[config.mk]
export PLATFORM = sky130hd
export DESIGN_NAME = stepUnit
export DESIGN_NICKNAME = d
export VERILOG_FILES = /design/src/source/stepUnitPkg.sv /design/src/source/ucodeBus.sv /design/src/source/controlStore.sv /design/src/source/microSequencer.sv /design/src/source/scad.sv /design/src/source/dataPathRegs.sv /design/src/source/stepUnit.sv
export SDC_FILE = /design/constraint.sdc
export NUM_CORES = 1
export LEC_CHECK = 0
export ABC_CLOCK_PERIOD_IN_PS = 8100
export BUFFER_PORTS_ARGS = -buffer_cell sky130_fd_sc_hd__buf_2
export CAP_MARGIN = 20
export CORE_MARGIN = 10
export CORE_UTILIZATION = 60
export DETAILED_ROUTE_END_ITERATION = 7
export GPL_TIMING_DRIVEN = 0
export PLACE_DENSITY = 0.83
export SLEW_MARGIN = 10
export SYNTH_ARGS = -nofsm -noshare
export SYNTH_HDL_FRONTEND = slang
export SYNTH_SLANG_ARGS = --single-unit
[constraint.sdc]
create_clock -name clk -period 8.1 [get_ports clk]
set_input_delay 2.025 -clock clk [delete_from_list [all_inputs] [get_ports clk]]
set_output_delay 2.025 -clock clk [all_outputs]
set_load 0.01 [all_outputs]
[src/source/stepUnitPkg.sv]
// Step unit definitions for microword layout, SCAD codes, entry points and the data word
package stepUnitPkg;

   //////////////////////////////
   // Widths
   //////////////////////////////

   localparam int WORD_W  = 36;
   localparam int SCAD_W  = 10;
   localparam int UADDR_W = 6;
   localparam int UWORD_W = 34;

   //////////////////////////////
   // Microword layout
   //////////////////////////////

   // Jump address sits in the top bits
   localparam int J_POS      = 28;
   localparam int J_W        = 6;
   localparam int DISP_POS   = 26;
   localparam int DISP_W     = 2;
   localparam int FUN_POS    = 23;
   localparam int FUN_W      = 3;
   localparam int ASEL_POS   = 20;
   localparam int ASEL_W     = 3;
   localparam int BSEL_POS   = 18;
   localparam int BSEL_W     = 2;
   localparam int SNUM_POS   = 8;
   localparam int SNUM_W     = 10;
   // Single bit controls
   localparam int LOADSC_POS = 7;
   localparam int LOADFE_POS = 6;
   localparam int DPSEL_POS  = 5;
   localparam int SHIFT_POS  = 3;
   localparam int SHIFT_W    = 2;
   localparam int DONE_POS   = 2;
   localparam int RESSEL_POS = 0;
   localparam int RESSEL_W   = 2;

   // SCAD ALU functions in truth table order
   localparam logic [2:0] FUN_A_PLUS_A    = 3'd0;
   localparam logic [2:0] FUN_A_OR_B      = 3'd1;
   localparam logic [2:0] FUN_A_MINUS_B_1 = 3'd2;
   localparam logic [2:0] FUN_A_MINUS_B   = 3'd3;
   localparam logic [2:0] FUN_A_PLUS_B    = 3'd4;
   localparam logic [2:0] FUN_A_AND_B     = 3'd5;
   localparam logic [2:0] FUN_A_MINUS_1   = 3'd6;
   localparam logic [2:0] FUN_A           = 3'd7;

   // SCADA selects
   localparam logic [2:0] ASEL_SC    = 3'd0;
   localparam logic [2:0] ASEL_SNUM  = 3'd1;
   localparam logic [2:0] ASEL_PTR44 = 3'd2;
   localparam logic [2:0] ASEL_BYTE1 = 3'd3;
   localparam logic [2:0] ASEL_BYTE2 = 3'd4;
   localparam logic [2:0] ASEL_BYTE3 = 3'd5;
   localparam logic [2:0] ASEL_BYTE4 = 3'd6;
   localparam logic [2:0] ASEL_BYTE5 = 3'd7;

   // SCADB selects
   localparam logic [1:0] BSEL_FE    = 2'd0;
   localparam logic [1:0] BSEL_EXP   = 2'd1;
   localparam logic [1:0] BSEL_SHIFT = 2'd2;
   localparam logic [1:0] BSEL_SIZE  = 2'd3;

   // Dispatch conditions ORed into the low address bit
   localparam logic [1:0] DISP_NONE     = 2'd0;
   localparam logic [1:0] DISP_SCADSIGN = 2'd1;
   localparam logic [1:0] DISP_FRACMSB  = 2'd2;
   localparam logic [1:0] DISP_SCSIGN   = 2'd3;

   // AR shifter, bus source and result source
   localparam logic [1:0] SH_HOLD        = 2'd0;
   localparam logic [1:0] SH_LEFT        = 2'd1;
   localparam logic [1:0] SH_RIGHT       = 2'd2;
   localparam logic       DP_AR          = 1'b0;
   localparam logic       DP_BR          = 1'b1;
   localparam logic [1:0] RES_AR         = 2'd0;
   localparam logic [1:0] RES_AR_WITH_FE = 2'd1;

   // Command codes and their microcode entry points
   localparam logic [1:0]         OP_NORM    = 2'd0;
   localparam logic [1:0]         OP_LSH     = 2'd1;
   localparam logic [1:0]         OP_FSC     = 2'd2;
   localparam logic [UADDR_W-1:0] IDLE_ADDR  = 6'o00;
   localparam logic [UADDR_W-1:0] ENTRY_NORM = 6'o10;
   localparam logic [UADDR_W-1:0] ENTRY_LSH  = 6'o20;
   localparam logic [UADDR_W-1:0] ENTRY_FSC  = 6'o30;

   // Data word seen as a float or as a shift count carrier
   typedef union packed {
      struct packed {
         logic        sign;
         logic [0:7]  exponent;
         logic [0:26] fraction;
      } floatView;
      struct packed {
         logic [0:17] upper;
         logic        countSign;
         logic [0:8]  gap;
         logic [0:7]  count;
      } shiftView;
   } dpWord_u;

endpackage

[src/source/ucodeBus.sv]
// Bundle carrying the microword, the SCAD results and the data bus between blocks
`timescale 1ns/1ps

interface ucodeBus;
   import stepUnitPkg::*;

   // Current microword out of the control store
   logic [UWORD_W-1:0] uword;
   // Operand load strobe on command accept
   logic               start;
   // Word that the SCAD muxes look at
   dpWord_u            dpBus;
   // ALU output and its sign
   logic [0:SCAD_W-1]  scadOut;
   logic               scadSign;
   logic               scSign;
   // AR bit 9 for normalize
   logic               fracMsb;
   logic [0:SCAD_W-1]  fe;

   // Sequencer watches the branch conditions
   modport sequencer (input uword, scadSign, fracMsb, scSign, output start);
   modport scad (input uword, dpBus, output scadOut, scadSign, scSign, fe);
   modport dataPath (input uword, start, fe, output dpBus, fracMsb);

endinterface

[src/source/controlStore.sv]
// Control store ROM with the NORM, LSH and FSC microprograms
`timescale 1ns/1ps

module controlStore (
   input  logic [stepUnitPkg::UADDR_W-1:0] addr,
   output logic [stepUnitPkg::UWORD_W-1:0] uword
);
   import stepUnitPkg::*;

   // Pack one microword from its fields
   function automatic logic [UWORD_W-1:0] microWord(
      input logic [J_W-1:0]      j,
      input logic [DISP_W-1:0]   disp,
      input logic [FUN_W-1:0]    fun,
      input logic [ASEL_W-1:0]   asel,
      input logic [BSEL_W-1:0]   bsel,
      input logic [SNUM_W-1:0]   snum,
      input logic                loadSc,
      input logic                loadFe,
      input logic                dpSel,
      input logic [SHIFT_W-1:0]  shift,
      input logic                done,
      input logic [RESSEL_W-1:0] resSel
   );
      logic [UWORD_W-1:0] w;
      w[J_POS +: J_W]           = j;
      w[DISP_POS +: DISP_W]     = disp;
      w[FUN_POS +: FUN_W]       = fun;
      w[ASEL_POS +: ASEL_W]     = asel;
      w[BSEL_POS +: BSEL_W]     = bsel;
      w[SNUM_POS +: SNUM_W]     = snum;
      w[LOADSC_POS]             = loadSc;
      w[LOADFE_POS]             = loadFe;
      w[DPSEL_POS]              = dpSel;
      w[SHIFT_POS +: SHIFT_W]   = shift;
      w[DONE_POS]               = done;
      w[RESSEL_POS +: RESSEL_W] = resSel;
      return w;
   endfunction

   always_comb
   begin
      case (addr)
         //////////////////////////////
         // NORM
         //////////////////////////////
         // FE from the exponent
         6'o10:
            uword = microWord(6'o11, DISP_NONE, FUN_A_PLUS_B, ASEL_SNUM, BSEL_EXP, 10'o0,
                              1'b0, 1'b1, DP_AR, SH_HOLD, 1'b0, RES_AR);
         // At most 27 shifts
         6'o11:
            uword = microWord(6'o16, DISP_NONE, FUN_A, ASEL_SNUM, BSEL_FE, 10'd26,
                              1'b1, 1'b0, DP_AR, SH_HOLD, 1'b0, RES_AR);
         // Exit once the fraction MSB is set
         6'o16:
            uword = microWord(6'o12, DISP_FRACMSB, FUN_A, ASEL_SC, BSEL_FE, 10'o0,
                              1'b0, 1'b0, DP_AR, SH_HOLD, 1'b0, RES_AR);
         // Shift left and take one off the exponent
         6'o12:
            uword = microWord(6'o14, DISP_NONE, FUN_A_PLUS_B, ASEL_SNUM, BSEL_FE, 10'o1777,
                              1'b0, 1'b1, DP_AR, SH_LEFT, 1'b0, RES_AR);
         // Count down, give up when SC goes negative
         6'o14:
            uword = microWord(6'o16, DISP_SCADSIGN, FUN_A_MINUS_1, ASEL_SC, BSEL_FE, 10'o0,
                              1'b1, 1'b0, DP_AR, SH_HOLD, 1'b0, RES_AR);
         6'o13, 6'o17:
            uword = microWord(IDLE_ADDR, DISP_NONE, FUN_A, ASEL_SC, BSEL_FE, 10'o0,
                              1'b0, 1'b0, DP_AR, SH_HOLD, 1'b1, RES_AR_WITH_FE);
         //////////////////////////////
         // LSH
         //////////////////////////////
         // Signed count from BR
         6'o20:
            uword = microWord(6'o21, DISP_NONE, FUN_A_PLUS_B, ASEL_SNUM, BSEL_SHIFT, 10'o0,
                              1'b1, 1'b0, DP_BR, SH_HOLD, 1'b0, RES_AR);
         // Negative count takes the right path
         6'o21:
            uword = microWord(6'o22, DISP_SCSIGN, FUN_A, ASEL_SC, BSEL_FE, 10'o0,
                              1'b0, 1'b0, DP_AR, SH_HOLD, 1'b0, RES_AR);
         // Zero count skips the loop
         6'o22:
            uword = microWord(6'o24, DISP_SCADSIGN, FUN_A_MINUS_1, ASEL_SC, BSEL_FE, 10'o0,
                              1'b1, 1'b0, DP_AR, SH_HOLD, 1'b0, RES_AR);
         6'o24:
            uword = microWord(6'o24, DISP_SCADSIGN, FUN_A_MINUS_1, ASEL_SC, BSEL_FE, 10'o0,
                              1'b1, 1'b0, DP_AR, SH_LEFT, 1'b0, RES_AR);
         // Magnitude of the negative count
         6'o23:
            uword = microWord(6'o40, DISP_NONE, FUN_A_MINUS_B, ASEL_SNUM, BSEL_SHIFT, 10'o0,
                              1'b1, 1'b0, DP_BR, SH_HOLD, 1'b0, RES_AR);
         6'o40:
            uword = microWord(6'o42, DISP_SCADSIGN, FUN_A_MINUS_1, ASEL_SC, BSEL_FE, 10'o0,
                              1'b1, 1'b0, DP_AR, SH_HOLD, 1'b0, RES_AR);
         6'o42:
            uword = microWord(6'o42, DISP_SCADSIGN, FUN_A_MINUS_1, ASEL_SC, BSEL_FE, 10'o0,
                              1'b1, 1'b0, DP_AR, SH_RIGHT, 1'b0, RES_AR);
         6'o25, 6'o43:
            uword = microWord(IDLE_ADDR, DISP_NONE, FUN_A, ASEL_SC, BSEL_FE, 10'o0,
                              1'b0, 1'b0, DP_AR, SH_HOLD, 1'b1, RES_AR);
         //////////////////////////////
         // FSC
         //////////////////////////////
         6'o30:
            uword = microWord(6'o31, DISP_NONE, FUN_A_PLUS_B, ASEL_SNUM, BSEL_SHIFT, 10'o0,
                              1'b1, 1'b0, DP_BR, SH_HOLD, 1'b0, RES_AR);
         // New exponent is count plus old exponent
         6'o31:
            uword = microWord(6'o32, DISP_NONE, FUN_A_PLUS_B, ASEL_SC, BSEL_EXP, 10'o0,
                              1'b0, 1'b1, DP_AR, SH_HOLD, 1'b0, RES_AR);
         6'o32:
            uword = microWord(IDLE_ADDR, DISP_NONE, FUN_A, ASEL_SC, BSEL_FE, 10'o0,
                              1'b0, 1'b0, DP_AR, SH_HOLD, 1'b1, RES_AR_WITH_FE);
         // Idle word and unused locations do nothing
         default:
            uword = microWord(IDLE_ADDR, DISP_NONE, FUN_A_PLUS_A, ASEL_SC, BSEL_FE, 10'o0,
                              1'b0, 1'b0, DP_AR, SH_HOLD, 1'b0, RES_AR);
      endcase
   end

endmodule

[src/source/microSequencer.sv]
// Microsequencer holding the micro-PC, branch dispatch and the req/ack handshake
`timescale 1ns/1ps

module microSequencer (
   input  logic                            clk,
   input  logic                            rst,
   input  logic                            req,
   input  logic [1:0]                      op,
   output logic                            ack,
   ucodeBus.sequencer                      bus,
   output logic [stepUnitPkg::UADDR_W-1:0] upc
);
   import stepUnitPkg::*;

   logic [J_W-1:0]     jump;
   logic [DISP_W-1:0]  disp;
   logic               done;
   logic               cond;
   logic               accept;
   logic [UADDR_W-1:0] entryAddr;
   logic [UADDR_W-1:0] nextAddr;

   // Sequencing fields of the current word
   assign jump = bus.uword[J_POS +: J_W];
   assign disp = bus.uword[DISP_POS +: DISP_W];
   assign done = bus.uword[DONE_POS];

   // Branch condition
   always_comb
   begin
      case (disp)
         DISP_NONE:     cond = 1'b0;
         DISP_SCADSIGN: cond = bus.scadSign;
         DISP_FRACMSB:  cond = bus.fracMsb;
         DISP_SCSIGN:   cond = bus.scSign;
      endcase
   end

   // Command to entry point
   always_comb
   begin
      case (op)
         OP_NORM: entryAddr = ENTRY_NORM;
         OP_LSH:  entryAddr = ENTRY_LSH;
         OP_FSC:  entryAddr = ENTRY_FSC;
         default: entryAddr = IDLE_ADDR;
      endcase
   end

   // New command only from idle with the last ack withdrawn
   assign accept    = (upc == IDLE_ADDR) && req && !ack;
   assign bus.start = accept;

   // KS-10 style branch with the condition in bit 0
   assign nextAddr = accept ? entryAddr : (jump | {{(UADDR_W-1){1'b0}}, cond});

   //////////////////////////////
   // Micro-PC and ack
   //////////////////////////////

   always_ff @(posedge clk or posedge rst)
   begin
      if (rst)
      begin
         upc <= IDLE_ADDR;
         ack <= 1'b0;
      end
      else
      begin
         upc <= nextAddr;
         // Ack holds until req drops
         if (done)
            ack <= 1'b1;
         else if (!req)
            ack <= 1'b0;
      end
   end

endmodule

[src/source/scad.sv]
// Step count adder with input muxes, eight-function ALU and the FE and SC registers
`timescale 1ns/1ps

module scad (
   input  logic   clk,
   input  logic   rst,
   ucodeBus.scad  bus
);
   import stepUnitPkg::*;

   logic [FUN_W-1:0]  fun;
   logic [ASEL_W-1:0] asel;
   logic [BSEL_W-1:0] bsel;
   logic [0:SCAD_W-1] snum;
   logic              loadSc;
   logic              loadFe;
   logic [0:SCAD_W-1] fe;
   logic [0:SCAD_W-1] sc;
   logic [0:SCAD_W-1] scadA;
   logic [0:SCAD_W-1] scadB;
   logic [0:WORD_W-1] dpRaw;
   dpWord_u           dp;

   // Microword fields
   assign fun    = bus.uword[FUN_POS +: FUN_W];
   assign asel   = bus.uword[ASEL_POS +: ASEL_W];
   assign bsel   = bus.uword[BSEL_POS +: BSEL_W];
   assign snum   = bus.uword[SNUM_POS +: SNUM_W];
   assign loadSc = bus.uword[LOADSC_POS];
   assign loadFe = bus.uword[LOADFE_POS];

   // Bit numbered copy for the byte fields, bit 0 is the MSB
   assign dp    = bus.dpBus;
   assign dpRaw = bus.dpBus;

   //////////////////////////////
   // SCADA mux
   //////////////////////////////

   // Byte selects interleave SC or SNUM edge bits with 7 bus bits
   always_comb
   begin
      case (asel)
         ASEL_SC:
            scadA = sc;
         ASEL_SNUM:
            scadA = snum;
         ASEL_PTR44:
            scadA = {sc[0], 6'o44, dpRaw[6], sc[8:9]};
         ASEL_BYTE1:
            scadA = {snum[0], dpRaw[0:6], snum[8:9]};
         ASEL_BYTE2:
            scadA = {sc[0], dpRaw[7:13], sc[8:9]};
         ASEL_BYTE3:
            scadA = {snum[0], dpRaw[14:20], snum[8:9]};
         ASEL_BYTE4:
            scadA = {sc[0], dpRaw[21:27], sc[8:9]};
         ASEL_BYTE5:
            scadA = {snum[0], dpRaw[28:34], snum[8:9]};
      endcase
   end

   //////////////////////////////
   // SCADB mux
   //////////////////////////////

   always_comb
   begin
      case (bsel)
         BSEL_FE:
            scadB = fe;
         // Exponent is stored one's complemented in negative words
         BSEL_EXP:
            if (dp.floatView.sign)
               scadB = {2'b00, ~dp.floatView.exponent};
            else
               scadB = {2'b00, dp.floatView.exponent};
         // Count sign from bit 18 extended over the top two bits
         BSEL_SHIFT:
            scadB = {dp.shiftView.countSign, dp.shiftView.countSign, dp.shiftView.count};
         BSEL_SIZE:
            scadB = {1'b0, dpRaw[6:11], 3'b000};
      endcase
   end

   // ALU map of the 181 functions the microcode names
   always_comb
   begin
      case (fun)
         FUN_A_PLUS_A:    bus.scadOut = scadA + scadA;
         FUN_A_OR_B:      bus.scadOut = scadA | scadB;
         FUN_A_MINUS_B_1: bus.scadOut = scadA - scadB - 1'b1;
         FUN_A_MINUS_B:   bus.scadOut = scadA - scadB;
         FUN_A_PLUS_B:    bus.scadOut = scadA + scadB;
         FUN_A_AND_B:     bus.scadOut = scadA & scadB;
         FUN_A_MINUS_1:   bus.scadOut = scadA - 1'b1;
         FUN_A:           bus.scadOut = scadA;
      endcase
   end

   // FE and SC both fed from the ALU
   always_ff @(posedge clk or posedge rst)
   begin
      if (rst)
      begin
         fe <= '0;
         sc <= '0;
      end
      else
      begin
         if (loadFe)
            fe <= bus.scadOut;
         if (loadSc)
            sc <= bus.scadOut;
      end
   end

   // Sign bits for dispatch
   assign bus.scadSign = bus.scadOut[0];
   assign bus.scSign   = sc[0];
   assign bus.fe       = fe;

endmodule

[src/source/dataPathRegs.sv]
// AR and BR registers with the one-bit shifter, SCAD bus select and result assembly
`timescale 1ns/1ps

module dataPathRegs (
   input  logic                           clk,
   input  logic                           rst,
   ucodeBus.dataPath                      bus,
   input  logic [0:stepUnitPkg::WORD_W-1] opA,
   input  logic [0:stepUnitPkg::WORD_W-1] opB,
   output logic [0:stepUnitPkg::WORD_W-1] result
);
   import stepUnitPkg::*;

   logic [0:WORD_W-1]   ar;
   logic [0:WORD_W-1]   br;
   logic                argSign;
   logic [SHIFT_W-1:0]  shift;
   logic                dpSel;
   logic                done;
   logic [RESSEL_W-1:0] resSel;
   dpWord_u             arView;
   dpWord_u             assembled;

   // Microword controls
   assign shift  = bus.uword[SHIFT_POS +: SHIFT_W];
   assign dpSel  = bus.uword[DPSEL_POS];
   assign done   = bus.uword[DONE_POS];
   assign resSel = bus.uword[RESSEL_POS +: RESSEL_W];

   assign arView = ar;

   // SCAD sees AR or BR
   assign bus.dpBus   = (dpSel == DP_BR) ? br : ar;
   assign bus.fracMsb = arView.floatView.fraction[0];

   //////////////////////////////
   // AR, BR and operand sign
   //////////////////////////////

   always_ff @(posedge clk or posedge rst)
   begin
      if (rst)
      begin
         ar      <= '0;
         br      <= '0;
         argSign <= 1'b0;
      end
      else if (bus.start)
      begin
         ar      <= opA;
         br      <= opB;
         argSign <= opA[0];
      end
      else
      begin
         // Zero fill at either end
         case (shift)
            SH_LEFT:  ar <= {ar[1:WORD_W-1], 1'b0};
            SH_RIGHT: ar <= {1'b0, ar[0:WORD_W-2]};
            default:  ar <= ar;
         endcase
      end
   end

   // Float result keeps the operand sign since normalize shifts run through bit 0
   always_comb
   begin
      assembled                    = arView;
      assembled.floatView.sign     = argSign;
      assembled.floatView.exponent = bus.fe[2:SCAD_W-1];
   end

   // Result captured by the done word
   always_ff @(posedge clk or posedge rst)
   begin
      if (rst)
         result <= '0;
      else if (done)
      begin
         case (resSel)
            RES_AR:         result <= ar;
            RES_AR_WITH_FE: result <= assembled;
            default:        result <= ar;
         endcase
      end
   end

endmodule

[src/source/stepUnit.sv]
// Microcoded step count unit running NORM, LSH and FSC under a req/ack handshake
`timescale 1ns/1ps

module stepUnit (
   input  logic                           clk,
   input  logic                           rst,
   input  logic                           req,
   input  logic [1:0]                     op,
   input  logic [0:stepUnitPkg::WORD_W-1] opA,
   input  logic [0:stepUnitPkg::WORD_W-1] opB,
   output logic                           ack,
   output logic [0:stepUnitPkg::WORD_W-1] result,
   output logic [0:stepUnitPkg::SCAD_W-1] exponent
);
   import stepUnitPkg::*;

   // Micro-PC into the ROM
   logic [UADDR_W-1:0] upc;

   // Shared microword and SCAD bundle
   ucodeBus uBus ();

   // ROM drives the bundle's microword
   controlStore i_controlStore (
      .addr  (upc),
      .uword (uBus.uword)
   );

   microSequencer i_microSequencer (
      .clk (clk),
      .rst (rst),
      .req (req),
      .op  (op),
      .ack (ack),
      .bus (uBus.sequencer),
      .upc (upc)
   );

   scad i_scad (
      .clk (clk),
      .rst (rst),
      .bus (uBus.scad)
   );

   dataPathRegs i_dataPathRegs (
      .clk    (clk),
      .rst    (rst),
      .bus    (uBus.dataPath),
      .opA    (opA),
      .opB    (opB),
      .result (result)
   );

   // FE straight out
   assign exponent = uBus.fe;

endmodule

==> impl_metrics.toml <==
[outcome]
status = "finished clean"

[sta]
fin_crit_sh = 0.764
clock_skew_ns = 0.0155
rsz0062_at_grt = "false"
finalHoldViolations = 0
setup_viol = 0
slew_viol_final = 0
finalSetupTns_ns = 0
slew_headroom = 0.267
period_needed_ns = 6.19
whs_ns = 0.472
worst_slew_pin_slew_ns = 1.10
max_freq_ghz = 0.162

[worst_setup_path]
worstPathArrival_ns = 6.53
startpoint = "i_microSequencer.upc[1]"
end_kind = "register"
r2r-start = "i_microSequencer.upc[1]"
r2r_end = "i_scad.sc[0]"
crit_buf_inv = 5
crit_cells = 21
worstPathMaxFanout = 10
reg2regPathDepth = 21
max_stage_delay_ns = 0.53
critical_path.cell_chain = "inv_1 > ha_1 > clkbuf_1 > nor2b_1 > or3_4 > o41a_1 > buf_6 > clkbuf_1 > a21oi_1 > ha_1 > inv_1 > fa_1 > xor2_1 > nor3_1 > nor3b_1 > nand2_1 > and3b_1 > xnor3_1 > o21ai_0 > a31oi_1 > a31oi_1"
critPathTopFamily = "simple AND/OR/NAND/NOR gates"
crit_type = "reg -> reg"
endpoint = "i_scad.sc[0]"
worst-endpoint-required_ns = 8.44
cpMaxStageDelayCell = "a21oi_1"
critPathLaunchType = "register"
rrSetupSlack_ns = 1.91

[routing]
drtIter0Drc = 838
wl_per_cell_um = 20.1
dr_total_vias = 8131
drt_pre_antenna_iters = 6
ant_nets = 0
drt-total-wl_um = 25900
avgViaCountPerCell = 6.31
drcViolationCount = 0

[logic_synthesis]
yosysTopAreaCell = "dfrtp_1"
ys_warn_count = 0
synth.most_common_cell = "nand2_1"
async_flop_share = 1.00
yosysSeqAreaShare = 0.347
synth_commonest_cells = "nand2_1 (153), dfrtp_1 (115), o21ai_0 (93), nand3_1 (85), a21oi_1 (57)"
synthFlopType = "dfrtp_1"
synth_area_mm2 = 0.00830
synth_top_area_frac = 0.347
synth_cells = 976
synth-seq-cells = 115
synth.distinct_cells = 79
synth_edf_count = 0
syn-num-nets = 1105
syn_avg_cell_area_um2 = 8.51
synthTopCellsByArea = "dfrtp_1 (35%), ha_1 (7.5%), nand2_1 (6.9%), o21ai_0 (5.6%), nand3_1 (5.1%)"

[floorplan]
dieArea_mm2 = 0.0189
num_io_pins = 124
fp.dieH_um = 138
start_util = 0.620
core_area_mm2 = 0.0134
rows = 42
die_w_um = 138

[clock_tree]
clk_pin_slew_ns = 0.06
clock_latency_ns = 0.43
post_cts_resize_count = 0
cts_tree = "yes"
cts_sinks = 115
clockBufferDepth = 2
cts_buffers = 17
htree_num_levels = 4
post-cts-setup-buffers = 0
cts_hold_buf = 0
root_buffer = "clkbuf_16"

[flow_run]
max_cap_violations = 0

[cells_and_area]
drive_above_1_share = 0.191
post-route-util = 0.721
syn2layout_area_growth_pct = 16.4
nNetsFinal = 1228
diodes = 0

[grt]
grtUsageTotal = 0.274
antenna_found_initial = 0
grt_max_degree = 75
grt_pass1_wl_um = 41400
grt_pass1_vias = 7854
overflow = 0

[placement]
port_buffers = 102
gp_congestion = 0.973
place_hpwl_um = 18900

[min_path]
hold_path.class = "reg -> reg"
[metrics by stage]
step                      cells  setup slack (ns)  area, um2
final                      1288              1.91       9670
after global routing       1288              1.65       9670
after CTS                  1288              2.11       9670
after detailed placement   1256              2.20       9080
after global placement     1254              1.77       9030
after floorplan             976              3.03       8300
[per-layer routing]
layer | track usage | wire (um) | up-vias
met3 | 0.0747 | 2510 | 66
met5 | 0 | 0 | -
met2 | 0.422 | 11800 | 463
li1 | - | - | 3709
met1 | 0.358 | 10900 | 3893
met4 | 0.104 | 731 | 0
[tightest hold or removal path, stage by stage (launching register included)]
cell	delay [ns]
dfrtp_1	0.34
nand2_1	0.05
nand2_1	0.05
[area by class of cell]
cell class	count	area [um2]
flip-flops and latches	115	2880
repair buffers	104	548
clock inverters	14	145
inverters	46	178
plain buffers	59	267
fillers	1050	3730
multi-input cells	756	4990
clock buffers	18	439
well taps	176	220
[flip-flops by register name, summed over array words and instances, names as in the netlist]
signal and flops:
i_microSequencer.ack 1, i_dataPathRegs.ar 36, i_dataPathRegs.br 15, i_dataPathRegs.argSign 1, i_dataPathRegs.result 36, i_microSequencer.upc 6
i_scad.bus.fe 10, i_scad.sc 10
[cell families (layout without fill, tap and decap cells)]
logic type,after synthesis,after routing,share of synthesized area
multiplexers,66,66,0.0894
XOR/XNOR,41,41,0.0449
AND/OR/NAND/NOR,352,352,0.199
adder cells (fa/ha/maj),52,52,0.0802
AO/OA/AOI/OAI,245,245,0.187
flip-flops,115,115,0.347
buffers and inverters,105,241,0.0529
[placed cells by master (no fill, tap or decap), types with 6 or more instances in the layout]
master	n
buf_2	108
mux2i_1	25
o221ai_1	7
o22ai_1	10
nor2b_1	9
mux2_2	35
and2_1	6
a21oi_1	57
o21ai_0	93
clkbuf_16	17
inv_6	6
nand4_1	6
o21bai_1	7
xor2_1	9
nand3_1	85
clkbuf_1	42
nor3_1	13
nand2_1	153
a22oi_1	14
nand2b_1	7
ha_1	50
xnor2_1	31
a31oi_1	6
nor2_1	42
inv_1	42
dfrtp_1	115
[worst min-delay path by stage]
stage                                      start                endpoint  slack, ns  cells past startpoint
after floorplan            i_dataPathRegs.br[28]   i_dataPathRegs.br[28]       0.44                      2
after global placement    i_dataPathRegs.argSign  i_dataPathRegs.argSign       0.45                      2
after detailed placement   i_dataPathRegs.br[29]   i_dataPathRegs.br[29]       0.46                      2
after CTS                   i_dataPathRegs.br[9]    i_dataPathRegs.br[9]       0.48                      2
after global routing       i_dataPathRegs.br[33]   i_dataPathRegs.br[33]       0.50                      2
final                     i_dataPathRegs.argSign  i_dataPathRegs.argSign       0.47                      2
Power is not shown: default switching activity piles up to over one toggle a cycle in this logic, so the estimate is an artifact.
